`config.mk`:
```
export PLATFORM = sky130hd
export DESIGN_NAME = uart_tx_shift
export DESIGN_NICKNAME = d
export VERILOG_FILES = /design/src/mcont_pkg.sv /design/src/baud_timer.sv /design/src/uart_tx_shift.sv
export SDC_FILE = /design/constraint.sdc
export NUM_CORES = 1
export LEC_CHECK = 0
export ABC_AREA = 1
export ABC_CLOCK_PERIOD_IN_PS = 2800
export BUFFER_PORTS_ARGS = -buffer_cell sky130_fd_sc_hd__buf_4
export CAP_MARGIN = 40
export CORE_MARGIN = 4
export CORE_UTILIZATION = 59
export DETAILED_ROUTE_END_ITERATION = 10
export GPL_TIMING_DRIVEN = 0
export PLACE_DENSITY_LB_ADDON = 0.3
export SLEW_MARGIN = 10
export SYNTH_ARGS = -nofsm -noshare
export SYNTH_HDL_FRONTEND = slang
export SYNTH_HIERARCHICAL = 1
export SYNTH_SLANG_ARGS = --single-unit
```
`constraint.sdc`:
```
create_clock -name clk_i -period 2.8 [get_ports clk_i]
set_clock_uncertainty 0.2 [all_clocks]
set_input_delay 0.28 -clock clk_i [delete_from_list [all_inputs] [get_ports clk_i]]
set_output_delay 0.28 -clock clk_i [all_outputs]
set_load 0.1 [all_outputs]
```
`src/mcont_pkg.sv`:
```
`default_nettype none

package mcont_pkg;

	// Word address width of the shared data memory
	localparam int ADDR_W = 11;
	// Word width
	localparam int DATA_W = 32;

	// Mailbox word location
	localparam logic [ADDR_W-1:0] MBOX_ADDR = '0;

	// Job operation codes
	localparam logic [1:0] OP_TX = 2'd1;
	localparam logic [1:0] OP_RX = 2'd2;

	// One serial byte
	typedef logic [7:0] byte_t;

	// One word request toward a memory port
	typedef struct packed {
		logic [ADDR_W-1:0] addr;
		logic [DATA_W-1:0] wdata;
		// Byte lane enables, lane 0 is bits 7:0
		logic [3:0]        we;
	} mem_port_t;

	// Mailbox as written by the processor
	typedef struct packed {
		logic [9:0]        rsvd;
		// First data word address
		logic [ADDR_W-1:0] base;
		// Job length in bytes
		byte_t             len;
		logic [1:0]        op;
		// Bit 0, shared with busy
		logic              go;
	} mbox_cmd_t;

	// Mailbox as written back by the controller
	typedef struct packed {
		logic [20:0] rsvd;
		// Bytes moved so far
		byte_t       count;
		// Framing error seen on receive
		logic        err;
		logic        done;
		// Bit 0, overlays go
		logic        busy;
	} mbox_stat_t;

	// Same mailbox word, command view or status view
	typedef union packed {
		mbox_cmd_t  cmd;
		mbox_stat_t stat;
	} mbox_u;

endpackage

`default_nettype wire

```
`src/baud_timer.sv`:
```
`timescale 1ns/1ns
`default_nettype none

module baud_timer #(
	parameter int BAUD_DIV = 16
) (
	input  wire logic clk_i,
	input  wire logic arst_n_i,
	input  wire logic restart_i,
	input  wire logic half_i,
	input  wire logic enable_i,
	output logic      tick_o
);

	// Room for a full period count
	localparam int CW = $clog2(BAUD_DIV + 1);

	// Reload values, tick fires when the count reaches zero
	localparam logic [CW-1:0] FULL_LOAD = CW'(BAUD_DIV - 1);
	localparam logic [CW-1:0] HALF_LOAD = CW'(BAUD_DIV / 2 - 1);

	logic [CW-1:0] cnt_q;

	// One cycle pulse per bit period
	assign tick_o = enable_i && (cnt_q == '0);

	always_ff @(posedge clk_i or negedge arst_n_i) begin
		if (!arst_n_i) begin
			cnt_q <= FULL_LOAD;
		end else if (restart_i) begin
			// Half period lands the first tick mid start bit
			cnt_q <= half_i ? HALF_LOAD : FULL_LOAD;
		end else if (enable_i) begin
			if (cnt_q == '0) begin
				cnt_q <= FULL_LOAD;
			end else begin
				cnt_q <= cnt_q - 1'b1;
			end
		end
	end

endmodule

`default_nettype wire

```
`src/uart_tx_shift.sv`:
```
`timescale 1ns/1ns
`default_nettype none

module uart_tx_shift
	import mcont_pkg::*;
#(
	parameter int BAUD_DIV = 16
) (
	input  wire logic  clk_i,
	input  wire logic  arst_n_i,
	input  wire logic  start_i,
	input  wire byte_t data_i,
	output logic       busy_o,
	output logic       txd_o
);

	logic       busy_q;
	logic       txd_q;
	// Data bits then stop bit, shifted out LSB first
	logic [8:0] shreg_q;
	// Bits still to put on the line after the current one
	logic [3:0] left_q;
	logic       load;
	logic       tick;

	// Accept a byte only while idle
	assign load = start_i && !busy_q;

	baud_timer #(
		.BAUD_DIV(BAUD_DIV)
	) u_baud_timer (
		.clk_i    (clk_i),
		.arst_n_i (arst_n_i),
		.restart_i(load),
		.half_i   (1'b0),
		.enable_i (busy_q),
		.tick_o   (tick)
	);

	always_ff @(posedge clk_i or negedge arst_n_i) begin
		if (!arst_n_i) begin
			busy_q <= 1'b0;
			txd_q  <= 1'b1;
			left_q <= '0;
		end else if (load) begin
			// Start bit goes out right away
			busy_q <= 1'b1;
			txd_q  <= 1'b0;
			left_q <= 4'd9;
		end else if (busy_q && tick) begin
			if (left_q != '0) begin
				txd_q  <= shreg_q[0];
				left_q <= left_q - 1'b1;
			end else begin
				// Stop bit period over, line already high
				busy_q <= 1'b0;
			end
		end
	end

	// Frame payload
	always_ff @(posedge clk_i) begin
		if (load) begin
			shreg_q <= {1'b1, data_i};
		end else if (busy_q && tick) begin
			shreg_q <= {1'b1, shreg_q[8:1]};
		end
	end

	assign busy_o = busy_q;
	assign txd_o  = txd_q;

endmodule

`default_nettype wire

```
==> run metrics <==
outcome completed; hold endpoint shreg_q[7]$_SDFFCE_PN1P_; combinational power share 0.419; initial antenna violation count 0; row cnt 14; Clock Latency Late Sink approximately 290 ps; Port Buffers 12; Final Slew Violations 0; crit end category flip-flop; Multi-input gate area 389 um2; first-pass iteration count of the detailed router 4; Top Ports 13; P per Cell Area a little under 1000 mW/mm2; Final Cycle Share 0.717; FF-to-FF path depth 7; post-route antenna net violation count 0; Seq/Total Area, Yosys 0.531; share of cells above drive strength 1 0.201; Crit path required time 2580 ps; Int Power 0.000638 W; Die Wd about 49 um; CTS tree yes; sequential share of power 0.456; WL per Instance 11.0 um; Detailed Place HPWL ~1200 um; min-delay worst type input port to flip-flop; fin nets 149; FF-to-FF setup slack 790 ps; Avg Inst Size Synth 8.39 um2; root buf cell clkbuf_4; highest clock rate about 500 MHz; Fill cells 116; clock buffer depth 2; cell area after placement between 0.001 and 0.0015 mm2; Syn Nets 131; clk slew on worst S/H paths roughly 100 ps; Core ar. 0.00154 mm2; maximum vdd drop 0.619 mV; CTS buffer count 3; CP max FO 8; Yosys top cell area share 0.245; total of max-cap violations 0; Die Height 48.8 um; Design Area, Final 0.00113 mm2; area grow syn2layout 14.9%; setup_tns 0 ps; Post-CTS Setup Inserts 0; grt total ovfl 0; Register Area roughly 520 um2; commonest non-fill, non-tap cell in the layout nand2_1; fin util 0.732; CTS H-Tree Depth 1; CP Class flip-flop to flip-flop; hold_ws 39.0 ps; gr usage total 0.160; R2R Path End shreg_q[3]$_DFFE_PP_; post-synth top area cell edfxtp_1; vias in the first global route 744; Final setup viols 0; vias per cell 5.09; DRT iter0 DRCs 8; switch share 0.412; Pleak 0.591 nW; die area roughly 0.0024 mm2; reg2reg start u_baud_timer/cnt_q[0]$_DFFE_PN1P_; antenna cell count 0; crit start category flip-flop; Yosys Warn Count 6; CP arrival 1790 ps; main area contributors after synthesis edfxtp_1 (24%), nand2_1 (18%), dfrtp_1 (15%); Clock power frac 0.125; Sw Pwr between 0.0004 and 0.0005 W; Post-Syn Area 982 um2; TritonCTS Sinks 19; Gate Count Post-Synth 117; global placer's final weighted congestion 0.768; Residual DRC 0; final hold viol count 0; RSZ-0062 raised after global routing false; critical hold path startpoint data_i[7]; effective utilization at floorplan 0.637; global-route wire length before repair ~3000 um; most frequent cells in the layout nand2_1 (47), inv_1 (12), buf_4 (12), nor2_1 (10); largest net degree at the start of global routing 15; via count roughly 760; Yosys cell types 20; Synth Register Bits 19; Tmin final 2010 ps; hold depth 2; detailed-route wire length 1650 um
==> cells by family after synthesis <==
group	after synthesis	share of synthesized area
compound gates	7	0.0395
xor+xnor	1	0.00892
fa+ha+maj	3	0.0382
buf+inv	15	0.0726
flops	19	0.531
other cells	1	0.00382
simple gates	71	0.306
==> synthesized netlist by cell type (all sizes together) <==
| master | instances |
|---|---|
| nand3 | 9 |
| nor2 | 10 |
| nor3 | 2 |
| nand2 | 47 |
| buf | 2 |
| inv | 13 |
| dfrtp | 6 |
| xor2 | 1 |
| o21ai | 3 |
| or2 | 3 |
| conb | 1 |
| dfstp | 5 |
| edfxtp | 8 |
| ha | 3 |
| a21oi | 4 |
==> repair_timing <==
item	4_1_cts	5_1_grt
hold endpoints to repair	11	0
hold buffers	1	0
resized for setup	0	0
==> area by class of cell <==
cell class | count | area share
plain buffers | 2 | 0.0200
clock buffers | 4 | 0.0233
inverters | 13 | 0.0432
multi-input cells | 83 | 0.345
flip-flops and latches | 19 | 0.462
well taps | 16 | 0.0177
repair buffers | 13 | 0.0887
==> per-layer routing <==
layer | routed length [um] | global-route usage | up-vias
li1 | - | - | 401
met1 | 748 | 0.187 | 342
met2 | 779 | 0.270 | 15
met3 | 71 | 0.0306 | 5
met4 | 45 | 0.0942 | 0
met5 | 0 | 0 | -
==> worst max-delay path, cell delays in order (launching register included) <==
cell	delay (ps)
dfstp_2	390
inv_1	80
ha_1	180
nand2_1	70
or2_4	250
nor3_2	140
nand2_1	100
nand2_1	280
==> flip-flops by register name (all words and copies together) (netlist names) <==
name / flops
busy_o: 1
left_q: 4
shreg_q: 8
txd_o: 1
u_baud_timer/cnt_q: 5
==> power groups by stage <==
| stage | Clock [W] | Combinational (W) | Sequential [W] |
|---|---|---|---|
| 2_1_floorplan | 0 | 0.000295 | 0.000559 |
| 3_3_place_gp | 0 | 0.000435 | 0.000498 |
| 3_5_place_dp | 0 | 0.000453 | 0.000501 |
| 4_1_cts | 0.000142 | 0.000459 | 0.000495 |
| 5_1_grt | 0.000156 | 0.000527 | 0.000508 |
| 6_report | 0.000136 | 0.000455 | 0.000495 |
==> through the flow <==
stage	setup slack [ps]	cells	total power [W]
floorplan	363	117	0.000854
global placement	821	145	0.000933
detailed placement	788	145	0.000954
CTS	766	150	0.00110
global route	564	150	0.00119
finish	791	150	0.00109
==> how the worst max path moves through the flow <==
stage,from,end,cells after the start,slack [ps]
2_1_floorplan,busy_o$_DFFE_PN0P_,shreg_q[0]$_DFFE_PP_,5,360
3_3_place_gp,u_baud_timer/cnt_q[0]$_DFFE_PN1P_,shreg_q[3]$_DFFE_PP_,7,820
3_5_place_dp,u_baud_timer/cnt_q[0]$_DFFE_PN1P_,shreg_q[3]$_DFFE_PP_,7,790
4_1_cts,u_baud_timer/cnt_q[0]$_DFFE_PN1P_,shreg_q[0]$_DFFE_PP_,7,770
5_1_grt,u_baud_timer/cnt_q[0]$_DFFE_PN1P_,txd_o$_DFFE_PN1P_,11,560
6_report,u_baud_timer/cnt_q[0]$_DFFE_PN1P_,shreg_q[3]$_DFFE_PP_,7,790
No activity file was read; power rests on OpenSTA's default activity.
