--- src/mcont_pkg.sv ---
`default_nettype none

package mcont_pkg;

	// Word address width of the shared data memory
	localparam int ADDR_W = 11;
	// Word width
	localparam int DATA_W = 32;

	// Mailbox word location
	localparam logic [ADDR_W-1:0] MBOX_ADDR = '0;

	// Job operation codes
	localparam logic [1:0] OP_TX = 2'd1;
	localparam logic [1:0] OP_RX = 2'd2;

	// One serial byte
	typedef logic [7:0] byte_t;

	// One word request toward a memory port
	typedef struct packed {
		logic [ADDR_W-1:0] addr;
		logic [DATA_W-1:0] wdata;
		// Byte lane enables, lane 0 is bits 7:0
		logic [3:0]        we;
	} mem_port_t;

	// Mailbox as written by the processor
	typedef struct packed {
		logic [9:0]        rsvd;
		// First data word address
		logic [ADDR_W-1:0] base;
		// Job length in bytes
		byte_t             len;
		logic [1:0]        op;
		// Bit 0, shared with busy
		logic              go;
	} mbox_cmd_t;

	// Mailbox as written back by the controller
	typedef struct packed {
		logic [20:0] rsvd;
		// Bytes moved so far
		byte_t       count;
		// Framing error seen on receive
		logic        err;
		logic        done;
		// Bit 0, overlays go
		logic        busy;
	} mbox_stat_t;

	// Same mailbox word, command view or status view
	typedef union packed {
		mbox_cmd_t  cmd;
		mbox_stat_t stat;
	} mbox_u;

endpackage

`default_nettype wire

--- src/baud_timer.sv ---
`timescale 1ns/1ns
`default_nettype none

module baud_timer #(
	parameter int BAUD_DIV = 16
) (
	input  wire logic clk_i,
	input  wire logic arst_n_i,
	input  wire logic restart_i,
	input  wire logic half_i,
	input  wire logic enable_i,
	output logic      tick_o
);

	// Room for a full period count
	localparam int CW = $clog2(BAUD_DIV + 1);

	// Reload values, tick fires when the count reaches zero
	localparam logic [CW-1:0] FULL_LOAD = CW'(BAUD_DIV - 1);
	localparam logic [CW-1:0] HALF_LOAD = CW'(BAUD_DIV / 2 - 1);

	logic [CW-1:0] cnt_q;

	// One cycle pulse per bit period
	assign tick_o = enable_i && (cnt_q == '0);

	always_ff @(posedge clk_i or negedge arst_n_i) begin
		if (!arst_n_i) begin
			cnt_q <= FULL_LOAD;
		end else if (restart_i) begin
			// Half period lands the first tick mid start bit
			cnt_q <= half_i ? HALF_LOAD : FULL_LOAD;
		end else if (enable_i) begin
			if (cnt_q == '0) begin
				cnt_q <= FULL_LOAD;
			end else begin
				cnt_q <= cnt_q - 1'b1;
			end
		end
	end

endmodule

`default_nettype wire

--- src/uart_rx_shift.sv ---
`timescale 1ns/1ns
`default_nettype none

module uart_rx_shift
	import mcont_pkg::*;
#(
	parameter int BAUD_DIV = 16
) (
	input  wire logic clk_i,
	input  wire logic arst_n_i,
	input  wire logic rxd_i,
	output logic      valid_o,
	output byte_t     data_o,
	output logic      frame_err_o
);

	// Two flop synchronizer plus edge history
	logic       rx_meta_q;
	logic       rx_sync_q;
	logic       rx_last_q;
	logic       fall;

	logic       active_q;
	// 0 start, 1..8 data, 9 stop
	logic [3:0] bit_idx_q;
	logic       valid_q;
	logic       err_q;
	byte_t      shreg_q;
	logic       restart;
	logic       tick;

	assign fall    = rx_last_q && !rx_sync_q;
	assign restart = !active_q && fall;

	baud_timer #(
		.BAUD_DIV(BAUD_DIV)
	) u_baud_timer (
		.clk_i    (clk_i),
		.arst_n_i (arst_n_i),
		.restart_i(restart),
		.half_i   (1'b1),
		.enable_i (active_q),
		.tick_o   (tick)
	);

	// Line idles high
	always_ff @(posedge clk_i or negedge arst_n_i) begin
		if (!arst_n_i) begin
			rx_meta_q <= 1'b1;
			rx_sync_q <= 1'b1;
			rx_last_q <= 1'b1;
		end else begin
			rx_meta_q <= rxd_i;
			rx_sync_q <= rx_meta_q;
			rx_last_q <= rx_sync_q;
		end
	end

	always_ff @(posedge clk_i or negedge arst_n_i) begin
		if (!arst_n_i) begin
			active_q  <= 1'b0;
			bit_idx_q <= '0;
			valid_q   <= 1'b0;
			err_q     <= 1'b0;
		end else begin
			valid_q <= 1'b0;
			if (restart) begin
				active_q  <= 1'b1;
				bit_idx_q <= '0;
			end else if (active_q && tick) begin
				if (bit_idx_q == 4'd0 && rx_sync_q) begin
					// High at start center, treat as a glitch
					active_q <= 1'b0;
				end else if (bit_idx_q == 4'd9) begin
					// Stop center, a low here is a framing error
					valid_q  <= 1'b1;
					err_q    <= !rx_sync_q;
					active_q <= 1'b0;
				end else begin
					bit_idx_q <= bit_idx_q + 1'b1;
				end
			end
		end
	end

	// Data bits arrive LSB first
	always_ff @(posedge clk_i) begin
		if (active_q && tick && bit_idx_q != 4'd0 && bit_idx_q != 4'd9) begin
			shreg_q <= {rx_sync_q, shreg_q[7:1]};
		end
	end

	assign valid_o     = valid_q;
	assign data_o      = shreg_q;
	assign frame_err_o = err_q;

endmodule

`default_nettype wire

--- config.mk ---
export PLATFORM = sky130hd
export DESIGN_NAME = uart_rx_shift
export DESIGN_NICKNAME = d
export VERILOG_FILES = /design/src/mcont_pkg.sv /design/src/baud_timer.sv /design/src/uart_rx_shift.sv
export SDC_FILE = /design/constraint.sdc
export NUM_CORES = 1
export LEC_CHECK = 0
export ABC_AREA = 1
export BUFFER_PORTS_ARGS = -buffer_cell sky130_fd_sc_hd__buf_2
export CAP_MARGIN = 40
export CORE_ASPECT_RATIO = 0.8
export CORE_MARGIN = 5
export CORE_UTILIZATION = 30
export CTS_BUF_LIST = sky130_fd_sc_hd__clkbuf_8 sky130_fd_sc_hd__clkbuf_16
export DETAILED_ROUTE_END_ITERATION = 12
export MAX_ROUTING_LAYER = met4
export SLEW_MARGIN = 30
export SYNTH_ARGS = -nofsm -noshare
export SYNTH_HDL_FRONTEND = slang
export SYNTH_SLANG_ARGS = --single-unit
export TNS_END_PERCENT = 20
--- constraint.sdc ---
create_clock -name clk_i -period 4.16 [get_ports clk_i]
set_clock_uncertainty 0.05 [all_clocks]
set_input_delay 0.208 -clock clk_i [delete_from_list [all_inputs] [get_ports clk_i]]
set_output_delay 0.208 -clock clk_i [all_outputs]
set_load 0.1 [all_outputs]
==> results.cfg, run 1 <==
[finish]
final_nets = 128
seqCellArea_um2 = 624
areaGrowthSynthToFinish_pct = 18.1
multi_input_area_um2 = 353
n_fill_cell = 344
layout-drive-gt1-share = 0.283
antennaDiodeCount = 0

[clocking]
cts_setup_buffers = 0
post_cts_resized = 0
clk_path_buf_depth = 2
cts_htree_levels = 1
cts_root_buf = clkbuf_8
clk_latency_ns = 0.26
cts_sinks = 23
path_clk_slew_ns = 0.08
tritoncts = yes
cts_inserted_buffers = 3

[die]
core-area_um2 = 3400
dieArea_um2 = 4800
die_w_um = 76.2
fp.dieH_um = 63.0
initial_core_util = 0.310
io_pins = 13
rows = 19

[timing]
drv_slew = 0
rsz0062_at_grt = false
layout_setup_ws_ns = 2.06
slew-limit-headroom = 0.594
worst_pin_slew_ns = 0.605
fmax_ghz = 0.476
setup_tns_ns = 0
finalCritPeriodShare = 0.505
setup_violations = 0
hold_viol = 0
fin_crit_ns = 2.10

[synth]
yosysTopAreaCell = edfxtp_1
synth_area_leaders = edfxtp_1, dfrtp_1, dfstp_2
yosys_warnings = 0
synthFlopType = edfxtp_1
yosysSeqAreaShare = 0.593
synth-xor-area-share = 0.00832
async_flop_share = 0.652
synth.avg_cell_area_um2 = 10.4
synth_top_area_frac = 0.228
synth.most_common_cell = inv_1
synth_compound_area_frac = 0.0523
synth_top_family_by_area = simple AND/OR/NAND/NOR gates
synthSimpleGateAreaFrac = 0.227
synth_cell_types = 20
ys_ff_latch = 23
synth_edf_count = 8
muxShareOfSynthArea = 0
synth_cells = 101
syn_nets = 108
synthAdderAreaFrac = 0.0476
synth_common_cells = inv_1, nand2_1, nand3_1
syn_area_um2 = 1050

[drt]
first_iter_violations = 22
wl_per_cell_um = 11.0
via_per_inst = 4.27
drt_pass1_iterations = 4
route.vias.total = 691
route.detailed.drc = 0
drt_wl_total_mm = 1.78
ant_nets = 0

[worst_setup_path]
critPathArrivalTime_ns = 2.03
cp.required_ns = 4.08
critical-path-slowest-cell = a211oi_1
cpPeakStageDelay_ns = 0.51
crit_family = buffers and inverters
crit_path_cell_trace = inv_1 > ha_1 > nand2_2 > inv_2 > nand3_4 > a211oi_1 > clkdlybuf4s15_2
crit_path_start_kind = register
end_kind = register
critPathBufInv = 3
worstSetupPathType = register to register
crit_path_max_fanout = 5

[power_and_ir_drop]
vdd_drop_max_v = 0.000194
p_per_area_nw_per_um2 = 631
p_total_uw = 785
p_leak_nw = 0.589

[global_route]
grt_max_degree = 16
first_global_vias = 727
grt_pass1_wl_mm = 3.33
grt_use_total = 0.0859
overflow = 0
antenna_found_initial = 0

[placed_design]
dp_hpwl_mm = 1.38
pre_cts_slack_ns = 2.07
port_buffers = 12
gp_congestion = 0.731

[run]
cap_violations = 0

[hold_path]
hold_path_class = register to register

[outcome]
outcome = finished, final reports clean
[kinds of logic after synthesis]
family	after synthesis
AO/OA/AOI/OAI	10
XOR/XNOR	1
adder cells (fa/ha/maj)	4
buffers and inverters	20
flip-flops	23
AND/OR/NAND/NOR	43
[metrics by stage]
stage,std cells,hold WS [ns],area (um2),utilization
after global routing,162,0.320,1240,0.365
after floorplan,101,-0.138,1050,-
after global placement,155,0.0769,1160,0.343
after detailed placement,156,0.0910,1180,0.346
after CTS,162,0.311,1240,0.365
final,162,0.309,1240,0.365
[power breakdown]
group	internal, mW	switching, mW	leakage [nW]
sequential	0.305	0.0480	0.250
combinational	0.0912	0.205	0.314
clock	0.0667	0.0685	0.0255
[metal layers]
metal,share of wire,vias up,GRT usage
met4,0,0,0.00655
li1,-,363,-
met2,0.44,14,0.128
met5,0,-,-
met1,0.49,314,0.109
met3,0.069,0,0.0447
[cell usage in the layout, fill, tap and decap left out, types with 2 or more instances in the layout]
cell type,n
inv_1,18
nand2_1,17
buf_2,12
nand3_1,11
dfrtp_1,8
edfxtp_1,8
dfstp_2,7
nor2_1,6
o21ai_0,6
ha_1,4
clkbuf_8,3
inv_2,2
nor2_4,2
nand3_4,2
a211oi_1,2
a21oi_1,2
dlygate4sd3_1,2
[final cells by class]
type,instances,area share
repair buffers,15,0.0735
multi-input cells,58,0.284
well taps,42,0.0423
clock inverters,1,0.00403
flip-flops and latches,23,0.503
inverters,20,0.0604
clock buffers,3,0.0332
[worst paths after layout]
kind	endpoint	slack [ns]	cells past startpoint	start
worst max-delay path	data_o[4]	2.06	7	u_baud_timer.cnt_q[0]
worst min-delay path	rx_sync_q	0.31	0	rx_meta_q
worst max register to register	data_o[4]	2.06	7	u_baud_timer.cnt_q[0]
worst min register to register	rx_sync_q	0.31	0	rx_meta_q
max in group asynchronous	u_baud_timer.cnt_q[3]	3.43	2	arst_n_i
min in group asynchronous	bit_idx_q[3]	0.33	2	arst_n_i
[timing repair]
action,4_1_cts,5_1_grt
hold endpoints to repair,9,0
hold buffers,2,0
setup endpoints to repair,0,0
[registers in the layout, indices dropped and copies added, names as in the netlist]
signal	flops
data_o	8
u_baud_timer.cnt_q	5
bit_idx_q	4
active_q	1
frame_err_o	1
rx_last_q	1
rx_meta_q	1
rx_sync_q	1
valid_o	1
[worst reg2reg max path: stages, from the launching register on]
cell	delay [ns]
dfstp_2	0.38
inv_1	0.09
ha_1	0.19
nand2_2	0.07
inv_2	0.08
nand3_4	0.10
a211oi_1	0.51
clkdlybuf4s15_2	0.35
No activity file was read; power rests on OpenSTA's default activity.
==> run 2: changes to the inputs <==
- clock period: 4.16 -> 2 ns (I/O delays scaled with it)
==> run 2 against run 1 <==
Sequential cell count is the same. Largest power group unchanged. Sequential power grew 110%. Highest routed layer is now met4. Global-route usage hardly changed. Total power up 110%. Clock power up 110%. First-iteration DRC count is 27% lower. Core utilization is 0.11 points lower. Fmax increased by 29%. Cell area fell by 0.30%.
==> results.cfg, run 2 (synthesized netlist as in run 1, its figures left out) <==
[global_route]
grt_max_degree = 16
grt_use_total = 0.0863
overflow = 0
first_global_vias = 761
antenna_found_initial = 0
grt_pass1_wl_mm = 3.39

[timing]
setup_tns_ns = 0
layout_setup_ws_ns = 0.375
finalCritPeriodShare = 0.813
drv_slew = 0
fin_crit_ns = 1.63
rsz0062_at_grt = false
hold_viol = 0
slew-limit-headroom = 0.676
worst_pin_slew_ns = 0.490
fin_hold_ws_ns = 0.220
setup_violations = 0
fmax_ghz = 0.615

[die]
fp.dieH_um = 63.0
dieArea_um2 = 4800
io_pins = 13
rows = 19
core-area_um2 = 3400
die_w_um = 76.2
initial_core_util = 0.310

[finish]
mostFrequentLayoutCells = inv_1, nand2_1, buf_2, nand3_1
final_common_cell = inv_1
fin_area_um2 = 1240
layout-drive-gt1-share = 0.283
antennaDiodeCount = 0
final_nets = 128
largest_reg_flops = 8
areaGrowthSynthToFinish_pct = 17.7

[clocking]
tritoncts = yes
post_cts_resized = 0
clk_latency_ns = 0.26
clk_path_buf_depth = 2
path_clk_slew_ns = 0.08
cts_htree_levels = 1
cts_setup_buffers = 0
cts_root_buf = clkbuf_8
cts_sinks = 23
cts_inserted_buffers = 3

[worst_setup_path]
end_kind = register
cp.required_ns = 1.93
worstSetupPathType = register to register
crit_path_start_kind = register
critPathArrivalTime_ns = 1.56
crit_path_max_fanout = 8
ff2ff_setup_slack_ns = 0.37

[placed_design]
gp_congestion = 0.730
dp_hpwl_mm = 1.40
pre_cts_slack_ns = 0.372
placed_area_um2 = 1170
port_buffers = 12

[power_and_ir_drop]
p_leak_nw = 0.591
vdd_drop_max_v = 0.000429
p_per_area_nw_per_um2 = 1320

[drt]
drt_wl_total_mm = 1.78
wl_per_cell_um = 11.0
route.detailed.drc = 0
via_per_inst = 4.45
first_iter_violations = 16
route.vias.total = 721
ant_nets = 0
drt_pass1_iterations = 4

[run]
cap_violations = 0

[outcome]
outcome = finished, final reports clean

[hold_path]
hold_path_class = primary input to async pin
-- run 2: cell count changes in the layout (fill, tap and decap cells not counted), sizes merged --
cell,change
buf,+1
clkdlybuf4s15,-1
-- run 2: final cells by class --
class	count	area [um2]
multi-input cells	58	353
fillers	344	2160
repair buffers	15	87.6
inverters	20	75.1
clock inverters	1	5.00
well taps	42	52.6
flip-flops and latches	23	624
clock buffers	3	41.3
-- run 2: stage by stage --
stage | util | cells | total power, mW
6_report | 0.364 | 162 | 1.63
5_1_grt | 0.364 | 162 | 1.78
4_1_cts | 0.364 | 162 | 1.65
3_5_place_dp | 0.345 | 156 | 1.36
3_3_place_gp | 0.345 | 156 | 1.33
2_1_floorplan | - | 101 | 1.23
-- run 2: report_power, final --
group | switching, mW | leakage, nW | internal (mW)
registers | 0.0988 | 0.250 | 0.634
logic | 0.425 | 0.316 | 0.189
clock network | 0.143 | 0.0255 | 0.139
-- run 2: critical path, stage by stage, from the launching register on --
cell and delay [ns]:
dfstp_2 0.38, inv_1 0.08, ha_1 0.19, nand2_2 0.07, inv_2 0.08, nand3_4 0.10
a211oi_1 0.19, buf_4 0.20
-- run 2: final timing paths --
check,start,endpoint,cells past startpoint
worst min-delay path,arst_n_i,frame_err_o,2
min in group clk_i,rx_meta_q,rx_sync_q,0
worst min register to register,rx_meta_q,rx_sync_q,0
worst max-delay path,u_baud_timer.cnt_q[0],data_o[3],7
max in group asynchronous,arst_n_i,u_baud_timer.cnt_q[3],2
worst max register to register,u_baud_timer.cnt_q[0],data_o[3],7
-- run 2: repair_timing --
item                                    4_1_cts  5_1_grt
hold endpoints to repair                     16        0
endpoints found under the setup margin        0        0
hold buffers                                  2        0
-- run 2: metal layers --
| metal | vias up | GRT usage | part of all wire |
|---|---|---|---|
| met5 | - | - | 0 |
| met4 | 0 | 0.0153 | 0.0084 |
| met3 | 2 | 0.0375 | 0.068 |
| met2 | 21 | 0.138 | 0.46 |
| met1 | 338 | 0.103 | 0.47 |
| li1 | 360 | - | - |
