--- src/mcont_pkg.sv ---
`default_nettype none

package mcont_pkg;

	// Word address width of the shared data memory
	localparam int ADDR_W = 11;
	// Word width
	localparam int DATA_W = 32;

	// Mailbox word location
	localparam logic [ADDR_W-1:0] MBOX_ADDR = '0;

	// Job operation codes
	localparam logic [1:0] OP_TX = 2'd1;
	localparam logic [1:0] OP_RX = 2'd2;

	// One serial byte
	typedef logic [7:0] byte_t;

	// One word request toward a memory port
	typedef struct packed {
		logic [ADDR_W-1:0] addr;
		logic [DATA_W-1:0] wdata;
		// Byte lane enables, lane 0 is bits 7:0
		logic [3:0]        we;
	} mem_port_t;

	// Mailbox as written by the processor
	typedef struct packed {
		logic [9:0]        rsvd;
		// First data word address
		logic [ADDR_W-1:0] base;
		// Job length in bytes
		byte_t             len;
		logic [1:0]        op;
		// Bit 0, shared with busy
		logic              go;
	} mbox_cmd_t;

	// Mailbox as written back by the controller
	typedef struct packed {
		logic [20:0] rsvd;
		// Bytes moved so far
		byte_t       count;
		// Framing error seen on receive
		logic        err;
		logic        done;
		// Bit 0, overlays go
		logic        busy;
	} mbox_stat_t;

	// Same mailbox word, command view or status view
	typedef union packed {
		mbox_cmd_t  cmd;
		mbox_stat_t stat;
	} mbox_u;

endpackage

`default_nettype wire

--- src/mcont_fsm.sv ---
`timescale 1ns/1ns
`default_nettype none

module mcont_fsm
	import mcont_pkg::*;
#(
	parameter int MEM_WORDS = 256
) (
	input  wire logic              clk_i,
	input  wire logic              arst_n_i,
	output mem_port_t              mem_req_o,
	input  wire logic [DATA_W-1:0] mem_rdata_i,
	output logic                   tx_start_o,
	output byte_t                  tx_data_o,
	input  wire logic              tx_busy_i,
	input  wire logic              rx_valid_i,
	input  wire byte_t             rx_data_i,
	input  wire logic              rx_err_i
);

	// Data word addresses wrap inside the memory depth
	localparam logic [ADDR_W-1:0] ADDR_MASK = ADDR_W'(MEM_WORDS - 1);

	typedef enum logic [3:0] {
		IDLE_RD,
		IDLE_CHK,
		ACK,
		FETCH,
		FETCH_WAIT,
		SEND,
		SEND_WAIT,
		RECV,
		STATUS
	} state_t;

	state_t            state_q;
	mbox_cmd_t         cmd_q;
	logic [DATA_W-1:0] word_q;
	byte_t             count_q;
	logic [1:0]        lane_q;
	// Sticky over the whole job
	logic              err_q;

	mbox_u             rd_mbox;
	mbox_u             wr_mbox;
	logic [ADDR_W-1:0] data_addr;
	logic              job_end;
	logic              rx_take;

	// Read word seen as a command
	assign rd_mbox = mem_rdata_i;

	// Current data word at base plus count/4
	assign data_addr = (cmd_q.base + ADDR_W'(count_q[7:2])) & ADDR_MASK;
	assign job_end   = (count_q == cmd_q.len);
	assign rx_take   = (state_q == RECV) && rx_valid_i && !job_end;

	// Byte handoff to the transmitter
	assign tx_start_o = (state_q == SEND) && !tx_busy_i;
	assign tx_data_o  = word_q[{lane_q, 3'b000} +: 8];

	// Status view with busy on ack and done on the final write
	always_comb begin
		wr_mbox            = '0;
		wr_mbox.stat.busy  = (state_q == ACK);
		wr_mbox.stat.done  = (state_q == STATUS);
		wr_mbox.stat.err   = (state_q == STATUS) && err_q;
		wr_mbox.stat.count = count_q;
	end

	// Port B request
	always_comb begin
		mem_req_o.addr  = MBOX_ADDR;
		mem_req_o.wdata = wr_mbox;
		mem_req_o.we    = '0;
		case (state_q)
			ACK, STATUS: begin
				mem_req_o.we = 4'hF;
			end
			FETCH: begin
				mem_req_o.addr = data_addr;
			end
			RECV: begin
				// Byte copied to every lane with only its own lane enabled
				mem_req_o.addr  = data_addr;
				mem_req_o.wdata = {4{rx_data_i}};
				mem_req_o.we    = rx_take ? (4'b0001 << lane_q) : 4'b0000;
			end
			default: begin
			end
		endcase
	end

	always_ff @(posedge clk_i or negedge arst_n_i) begin
		if (!arst_n_i) begin
			state_q <= IDLE_RD;
			cmd_q   <= '0;
			count_q <= '0;
			lane_q  <= '0;
			err_q   <= 1'b0;
		end else begin
			case (state_q)
				// Mailbox address out and data back next cycle
				IDLE_RD: state_q <= IDLE_CHK;
				IDLE_CHK: begin
					if (rd_mbox.cmd.go) begin
						cmd_q   <= rd_mbox.cmd;
						count_q <= '0;
						lane_q  <= '0;
						err_q   <= 1'b0;
						state_q <= ACK;
					end else begin
						state_q <= IDLE_RD;
					end
				end
				ACK: begin
					// Unknown op or empty job goes straight to status
					if (cmd_q.len == '0) begin
						state_q <= STATUS;
					end else if (cmd_q.op == OP_TX) begin
						state_q <= FETCH;
					end else if (cmd_q.op == OP_RX) begin
						state_q <= RECV;
					end else begin
						state_q <= STATUS;
					end
				end
				FETCH: state_q <= FETCH_WAIT;
				FETCH_WAIT: state_q <= SEND;
				SEND: begin
					if (!tx_busy_i) begin
						count_q <= count_q + 1'b1;
						lane_q  <= lane_q + 1'b1;
						state_q <= SEND_WAIT;
					end
				end
				SEND_WAIT: begin
					// Busy already up here until the stop bit ends
					if (!tx_busy_i) begin
						if (job_end) begin
							state_q <= STATUS;
						end else if (lane_q == 2'd0) begin
							state_q <= FETCH;
						end else begin
							state_q <= SEND;
						end
					end
				end
				RECV: begin
					if (job_end) begin
						state_q <= STATUS;
					end else if (rx_take) begin
						count_q <= count_q + 1'b1;
						lane_q  <= lane_q + 1'b1;
						err_q   <= err_q | rx_err_i;
					end
				end
				STATUS: state_q <= IDLE_RD;
				default: state_q <= IDLE_RD;
			endcase
		end
	end

	// Word being sent
	always_ff @(posedge clk_i) begin
		if (state_q == FETCH_WAIT) begin
			word_q <= mem_rdata_i;
		end
	end

endmodule

`default_nettype wire

--- config.mk ---
export PLATFORM = sky130hd
export DESIGN_NAME = mcont_fsm
export DESIGN_NICKNAME = d
export VERILOG_FILES = /design/src/mcont_pkg.sv /design/src/mcont_fsm.sv
export SDC_FILE = /design/constraint.sdc
export NUM_CORES = 1
export LEC_CHECK = 0
export ABC_AREA = 1
export BUFFER_PORTS_ARGS = -buffer_cell sky130_fd_sc_hd__buf_2
export CAP_MARGIN = 10
export CORE_ASPECT_RATIO = 0.8
export CORE_MARGIN = 2
export CORE_UTILIZATION = 30
export CTS_CLUSTER_DIAMETER = 60
export DETAILED_ROUTE_END_ITERATION = 7
export PLACE_DENSITY = 0.62
export SLEW_MARGIN = 10
export SYNTH_ARGS = -nofsm -noshare
export SYNTH_HDL_FRONTEND = slang
export SYNTH_SLANG_ARGS = --single-unit
--- constraint.sdc ---
create_clock -name clk_i -period 6.2 [get_ports clk_i]
set_input_delay 0.93 -clock clk_i [delete_from_list [all_inputs] [get_ports clk_i]]
set_output_delay 0.93 -clock clk_i [all_outputs]
set_load 0.02 [all_outputs]
==> out/metrics.csv, run 1 <==
stage;metric;value;unit
yosys;synth cell count leaders;102 x nand2_1, 55 x nor2_1, 51 x inv_1;
clock_network;clock transition at the registers of the reported paths;0.05;ns
sta;Final Max Tran Viols;0;
clock_network;Clock Path Buffers;2;
yosys;Yosys Warn Count;0;
clock_network;Post-CTS Setup Inserts;0;
floorplanning;initial core utilization;30.6;%
placement;GPL Wtd Cong;0.872;
sta;Clock Skew;0.00417;ns
yosys;Syn Area/Cell;8.34;µm²
sta;Rel. slew slack;48.3;%
drt;Routed WL;9830;µm
sta;setup TNS;0;ns
worst_setup_path;Setup CP Type;register to output pin;
yosys;Cell Area, Synth;0.00371;mm²
drt;vias per std cell;4.71;
finish;nets;586;
clock_network;CTS Hold Bufs;0;
yosys;gate count of the mapped netlist;445;
global_route;vias in the first global route;3064;
clock_network;H-tree levels;3;
finish;antenna cell count;0;
global_route;All-Layer GR Usage;15.3;%
yosys;most used flip-flop cell after synthesis;dfrtp_1;
sta;unrepaired setup endpoints after global routing;no;
worst_setup_path;Worst setup EP type;output pin;
run_status;status;finished clean;
drt;drt first-iter violations;257;
yosys;EDFF count, synth;32;
floorplanning;IO Count;101;
placement;PortBufs;97;
worst_setup_path;CP max FO;13;
clock_network;post_cts resized;0;
global_route;gr ovfl total;0;
floorplanning;core box area;0.0121;mm²
worst_setup_path;CP startpoint kind;register;
global_route;largest net degree at the start of global routing;34;
placement;dpl cells;669;
clock_network;worst-skew pair later-pin latency;0.33;ns
clock_network;CTS tree;built;
yosys;Netlist cell types;34;
power_and_ir_drop;power per standard cell area;457;mW/mm²
floorplanning;DIE WIDTH;128;µm
power_and_ir_drop;Lkg Pwr;2.23;nW
worst_setup_path;R2R depth;10;
yosys;top-count cell post-synth;nand2_1;
yosys;Post-synth ARST share;50.8;%
yosys;most area-hungry cell type in the Yosys netlist;edfxtp_1;
hold_path;hold path cells;2;
yosys;Synth top area share;25.9;%
drt;wire per inst;14.4;µm
worst_setup_path;CP required;5.27;ns
yosys;#FFs+latches synth;65;
floorplanning;Die Y;103;µm
drt;DRC;0;
sta;actual transition at the worst max-transition pin;0.776;ns
yosys;register area share after synthesis;48.2;%
drt;Vias;3226;
global_route;first-pass GRT wire length;15700;µm
placement;hpwl dp;7390;µm
clock_network;number of buffers created by CTS;9;
yosys;Synth area leaders;edfxtp_1 26%, dfrtp_1 22%, nand2_1 10%;
drt;drt pass-1 iters;5;
finish;Layout Cells excl Fill;685;
global_route;initial antenna violation count;0;
job;max_cap viols;0;
clock_network;Root Driver;clkbuf_16;
sta;Final Hold Viols;0;
sta;Fmax;291;MHz
power_and_ir_drop;Tot Pwr;2.05;mW
sta;period utilization;55.5;%
floorplanning;Die Area;0.0133;mm²
floorplanning;num rows;36;
power_and_ir_drop;Max VDD drop;163;µV
worst_setup_path;Critical Path AT;2.51;ns
finish;fraction of layout cells with a size suffix above 1;25.1;%
drt;post-route ant nets;0;
hold_path;HP Class;register to register;
sta;Period minus WS final;3.44;ns
finish;synthesis-to-layout area growth;20.7;%
sta;Final setup viols;0;
clock_network;CTS sink count;65;
## flip-flops by register name, indices dropped and copies added (netlist names)
name and count:
word_q 32, err_q 1, count_q 8, lane_q 2, state_q 4, cmd_q 18
## metrics by stage
stage | setup slack [ns] | hold slack (ns) | utilization (%) | cell area (µm²)
after floorplan | 3.51 | 0.446 | - | 3720
after global placement | 3.29 | 0.471 | 34.7 | 4210
after detailed placement | 3.17 | 0.471 | 34.7 | 4210
after CTS | 2.82 | 0.482 | 36.9 | 4480
after global routing | 2.61 | 0.527 | 36.9 | 4480
final | 2.76 | 0.481 | 36.9 | 4480
## cells in the final DEF (no fill, tap or decap)
cell type,n
a21oi_1,9
a22oi_1,1
a31oi_1,2
buf_2,97
buf_4,2
clkbuf_1,2
clkbuf_16,9
clkbuf_8,1
clkinv_1,2
clkinv_2,1
clkinvlp_4,1
conb_1,3
dfrtp_1,33
edfxtp_1,32
fa_1,1
ha_1,12
inv_1,51
inv_2,4
nand2_1,102
nand2_2,4
nand2_4,2
nand3_1,18
nand3_2,5
nand3_4,1
nand4_1,5
nor2_1,54
nor2_2,5
nor3_1,9
nor3b_1,2
nor4_1,2
o21ai_0,38
o21ai_1,1
o21bai_1,7
o22ai_1,8
or2_2,2
xnor2_1,4
xor2_1,1
## worst paths after layout
| check | from | endpoint | slack (ns) |
|---|---|---|---|
| hold / removal | cmd_q[16] | cmd_q[16] | 0.48 |
| setup / recovery | state_q[0] | mem_req_o[7] | 2.76 |
| setup reg to reg | state_q[3] | lane_q[0] | 4.03 |
| hold reg to reg | cmd_q[16] | cmd_q[16] | 0.48 |
| min in group asynchronous | arst_n_i | state_q[2] | 0.67 |
| max in group asynchronous | arst_n_i | cmd_q[13] | 5.02 |
## power breakdown
group          switching (mW)  internal, mW
Sequential              0.107         0.620
Combinational           0.600         0.266
Clock                   0.175         0.278
## logic make-up (layout without fill, tap and decap cells)
kind of cell	count (synthesis)	count (layout)	synth area share [%]
AO/OA/AOI/OAI	66	66	9.78
other	1	3	0.101
adder cells (fa/ha/maj)	13	13	4.59
flip-flops	65	65	48.2
XOR/XNOR	5	5	1.18
buffers and inverters	84	170	11.0
AND/OR/NAND/NOR	211	211	25.2
## critical path, stage by stage, from the launching register on
cell,delay (ns)
dfrtp_1,0.48
nand2_2,0.11
nor2_2,0.57
inv_1,0.36
nor2_1,0.30
o21bai_1,0.16
buf_2,0.19
## layer usage
metal	wire, µm	vias up	global-route usage [%]
li1	-	1596	-
met1	4580	1513	21.0
met2	4520	105	23.9
met3	579	12	3.96
met4	146	0	4.90
met5	0	-	0
## cell type report
type,instances,area [µm²]
clock inverter,4,20.0
clock buffer,12,246
inverter,55,206
multi-input combinational,298,1530
fill,1239,7640
timing repair buffer,99,500
tap,152,190
sequential,65,1790
Power figures use the tool's default switching activity.
==> run 2, diff against run 1 <==
--- a/config.mk
+++ b/config.mk
@@ -13,7 +13,7 @@
 export CORE_UTILIZATION = 30
 export CTS_CLUSTER_DIAMETER = 60
 export DETAILED_ROUTE_END_ITERATION = 7
-export PLACE_DENSITY = 0.62
+export PLACE_DENSITY = 0.63
 export SLEW_MARGIN = 10
 export SYNTH_ARGS = -nofsm -noshare
 export SYNTH_HDL_FRONTEND = slang
==> constraint.sdc (replaced) <==
create_clock -name clk_i -period 3.1 [get_ports clk_i]
set_input_delay 0.465 -clock clk_i [delete_from_list [all_inputs] [get_ports clk_i]]
set_output_delay 0.465 -clock clk_i [all_outputs]
set_load 0.02 [all_outputs]
==> run 2 against run 1 <==
Effect of this change:
- worst setup slack got worse by 2.4 ns
- hold slack got worse by 0.27 ns
- final area increased by 1.7%
- critical path depth increased by 7
- total power increased by 110%
- sequential power increased by 95%
==> out/metrics.csv, run 2 (synthesized netlist as in run 1, its figures left out) <==
stage;metric;value;unit;change
run_status;status;finished clean;;
sta;Final Max Tran Viols;0;;unchanged
global_route;largest net degree at the start of global routing;34;;unchanged
power_and_ir_drop;Clk pwr share;25.3;%;+3.2 points
power_and_ir_drop;Lkg Pwr;2.27;nW;+1.5%
worst_setup_path;CP top delay family;adder cells;;
worst_setup_path;CP startpoint kind;register;;
global_route;gr ovfl total;0;;unchanged
sta;Period minus WS final;2.70;ns;
sta;setup TNS;0;ns;unchanged
clock_network;CTS tree;built;;
finish;Reg with most FFs;word_q;;
worst_setup_path;Critical Path AT;2.23;ns;-0.28 ns
sta;Clock Skew;0.00567;ns;+0.00150 ns
worst_setup_path;R2R depth;10;;unchanged
job;max_cap viols;0;;unchanged
power_and_ir_drop;power per standard cell area;938;mW/mm²;+110%
drt;drt pass-1 iters;5;;unchanged
sta;period utilization;87.0;%;
power_and_ir_drop;Net Switching;1.78;mW;+100%
power_and_ir_drop;Gate power share;41.5;%;-0.8 points
worst_setup_path;R2R Path Start;state_q[3];;
global_route;first-pass GRT wire length;15800;µm;+0.57%
drt;Routed WL;9800;µm;-0.34%
floorplanning;core box area;0.0121;mm²;unchanged
clock_network;Root Driver;clkbuf_16;;
clock_network;worst-skew pair later-pin latency;0.33;ns;about the same
hold_path;HP Class;input pin to asynchronous set/reset pin;;
sta;Final Hold Viols;0;;unchanged
worst_setup_path;critical path cell sequence;ha_1 -> inv_1 -> fa_1 -> inv_1 -> nand3_1 -> nand2_1 -> nand2_1 -> nand2_1 -> a21oi_1 -> nand2_1 -> nand2_1 -> nor2_1 -> buf_2;;
global_route;All-Layer GR Usage;15.5;%;+0.16 points
finish;commonest non-fill, non-tap cell in the layout;nand2_1;;
finish;Final Util;37.6;%;+0.63 points
worst_setup_path;Worst Path Buf+Inv;3;;+1
finish;antenna cell count;0;;unchanged
finish;fraction of layout cells with a size suffix above 1;26.1;%;+0.98 points
drt;wire per inst;14.2;µm;-0.77%
floorplanning;IO Count;101;;unchanged
clock_network;CTS Hold Bufs;0;;unchanged
drt;Vias;3193;;-1.0%
drt;post-route ant nets;0;;unchanged
worst_setup_path;Setup CP Type;register to output pin;;
worst_setup_path;CP peak stage delay;0.46;ns;-0.11 ns
floorplanning;initial core utilization;30.6;%;unchanged
clock_network;CTS sink count;65;;unchanged
floorplanning;num rows;36;;unchanged
sta;Fmax;371;MHz;
clock_network;H-tree levels;3;;unchanged
placement;PortBufs;97;;unchanged
finish;synthesis-to-layout area growth;22.7;%;
power_and_ir_drop;Max VDD drop;344;µV;+110%
worst_setup_path;reg2reg setup slack;0.92;ns;-3.11 ns
sta;actual transition at the worst max-transition pin;0.790;ns;+0.0137 ns
clock_network;post_cts resized;0;;unchanged
worst_setup_path;reg2reg end;lane_q[1];;
floorplanning;DIE WIDTH;128;µm;unchanged
worst_setup_path;Worst setup EP type;output pin;;
clock_network;clock transition at the registers of the reported paths;0.06;ns;about the same
finish;nets;589;;+0.51%
worst_setup_path;Most Frequent Cell on Critical Path;nand2_1;;
power_and_ir_drop;Int Pwr;2.49;mW;+110%
worst_setup_path;Slowest cell on crit path;dfrtp_1;;
floorplanning;Die Area;0.0133;mm²;unchanged
finish;most frequent cells in the layout;102 x nand2_1, 97 x buf_2, 54 x nor2_1;;
sta;Hold WS;0.214;ns;-0.267 ns
sta;unrepaired setup endpoints after global routing;no;;
floorplanning;Die Y;103;µm;unchanged
finish;number of flip-flops in the largest register;32;;unchanged
worst_setup_path;CP max FO;7;;-6
clock_network;Post-CTS Setup Inserts;0;;unchanged
placement;GPL Wtd Cong;0.880;;+0.92%
drt;vias per std cell;4.64;;-1.5%
drt;DRC;0;;unchanged
sta;Rel. slew slack;47.3;%;-0.92 points
global_route;initial antenna violation count;0;;unchanged
sta;Final setup viols;0;;unchanged
drt;drt first-iter violations;286;;+11%
clock_network;Clock Path Buffers;2;;unchanged
power_and_ir_drop;sequential power share;33.2;%;-2.3 points
power_and_ir_drop;switching part of the total power;41.8;%;-1.4 points
finish;largest registers;word_q x32, cmd_q x18, count_q x8;;
clock_network;number of buffers created by CTS;9;;unchanged
worst_setup_path;CP required;2.63;ns;-2.64 ns
placement;hpwl dp;7430;µm;+0.61%
global_route;vias in the first global route;3119;;+1.8%
==> run 2: cell types whose count changed in the layout (fill, tap and decap cells not counted), sizes merged <==
cell | before | now
clkbuf | 12 | 9
bufinv | 0 | 2
buf | 99 | 102
clkinv | 3 | 2
clkinvlp | 1 | 3
==> run 2: power groups by stage <==
stage	clock, mW	combinational (mW)	sequential, mW
after floorplan	0	1.34	1.36
after global placement	0	1.74	1.43
after detailed placement	0	1.78	1.43
after CTS	1.09	1.78	1.42
after global routing	1.13	2.01	1.45
final	1.08	1.77	1.42
==> run 2: how the worst max path moves through the flow <==
stage                    start       endpoint  slack, ns  cells past startpoint
floorplan           state_q[0]      word_q[0]       0.69                      4
global placement    count_q[2]  mem_req_o[42]       0.78                     13
detailed placement  count_q[2]  mem_req_o[42]       0.76                     13
CTS                 count_q[2]  mem_req_o[42]       0.40                     13
global route        count_q[2]  mem_req_o[42]       0.18                     13
finish              count_q[2]  mem_req_o[42]       0.40                     13
==> run 2: layer usage <==
layer / share of wire, % / wire [µm] / up-vias / GRT usage (%)
li1: - / - / 1607 / -
met1: 48 / 4690 / 1477 / 20.8
met2: 45 / 4380 / 92 / 24.2
met3: 5.3 / 515 / 17 / 3.34
met4: 2.2 / 212 / 0 / 6.85
met5: 0 / 0 / - / 0
==> run 2: through the flow <==
| step | setup slack [ns] | power, mW | cells | instance area, µm² |
|---|---|---|---|---|
| after global routing | 0.176 | 4.60 | 688 | 4550 |
| after global placement | 0.781 | 3.17 | 672 | 4230 |
| after detailed placement | 0.761 | 3.21 | 672 | 4230 |
| final | 0.403 | 4.27 | 688 | 4550 |
| after CTS | 0.395 | 4.30 | 688 | 4550 |
| after floorplan | 0.687 | 2.70 | 447 | 3720 |
==> run 2: final cells by class <==
cell class	instances	area [µm²]
Clock buffer	9	225
Clock inverter	7	95.1
Fill cell	1209	7560
Inverter	55	206
Multi-Input combinational cell	298	1530
Sequential cell	65	1790
Tap cell	152	190
Timing Repair Buffer	102	523
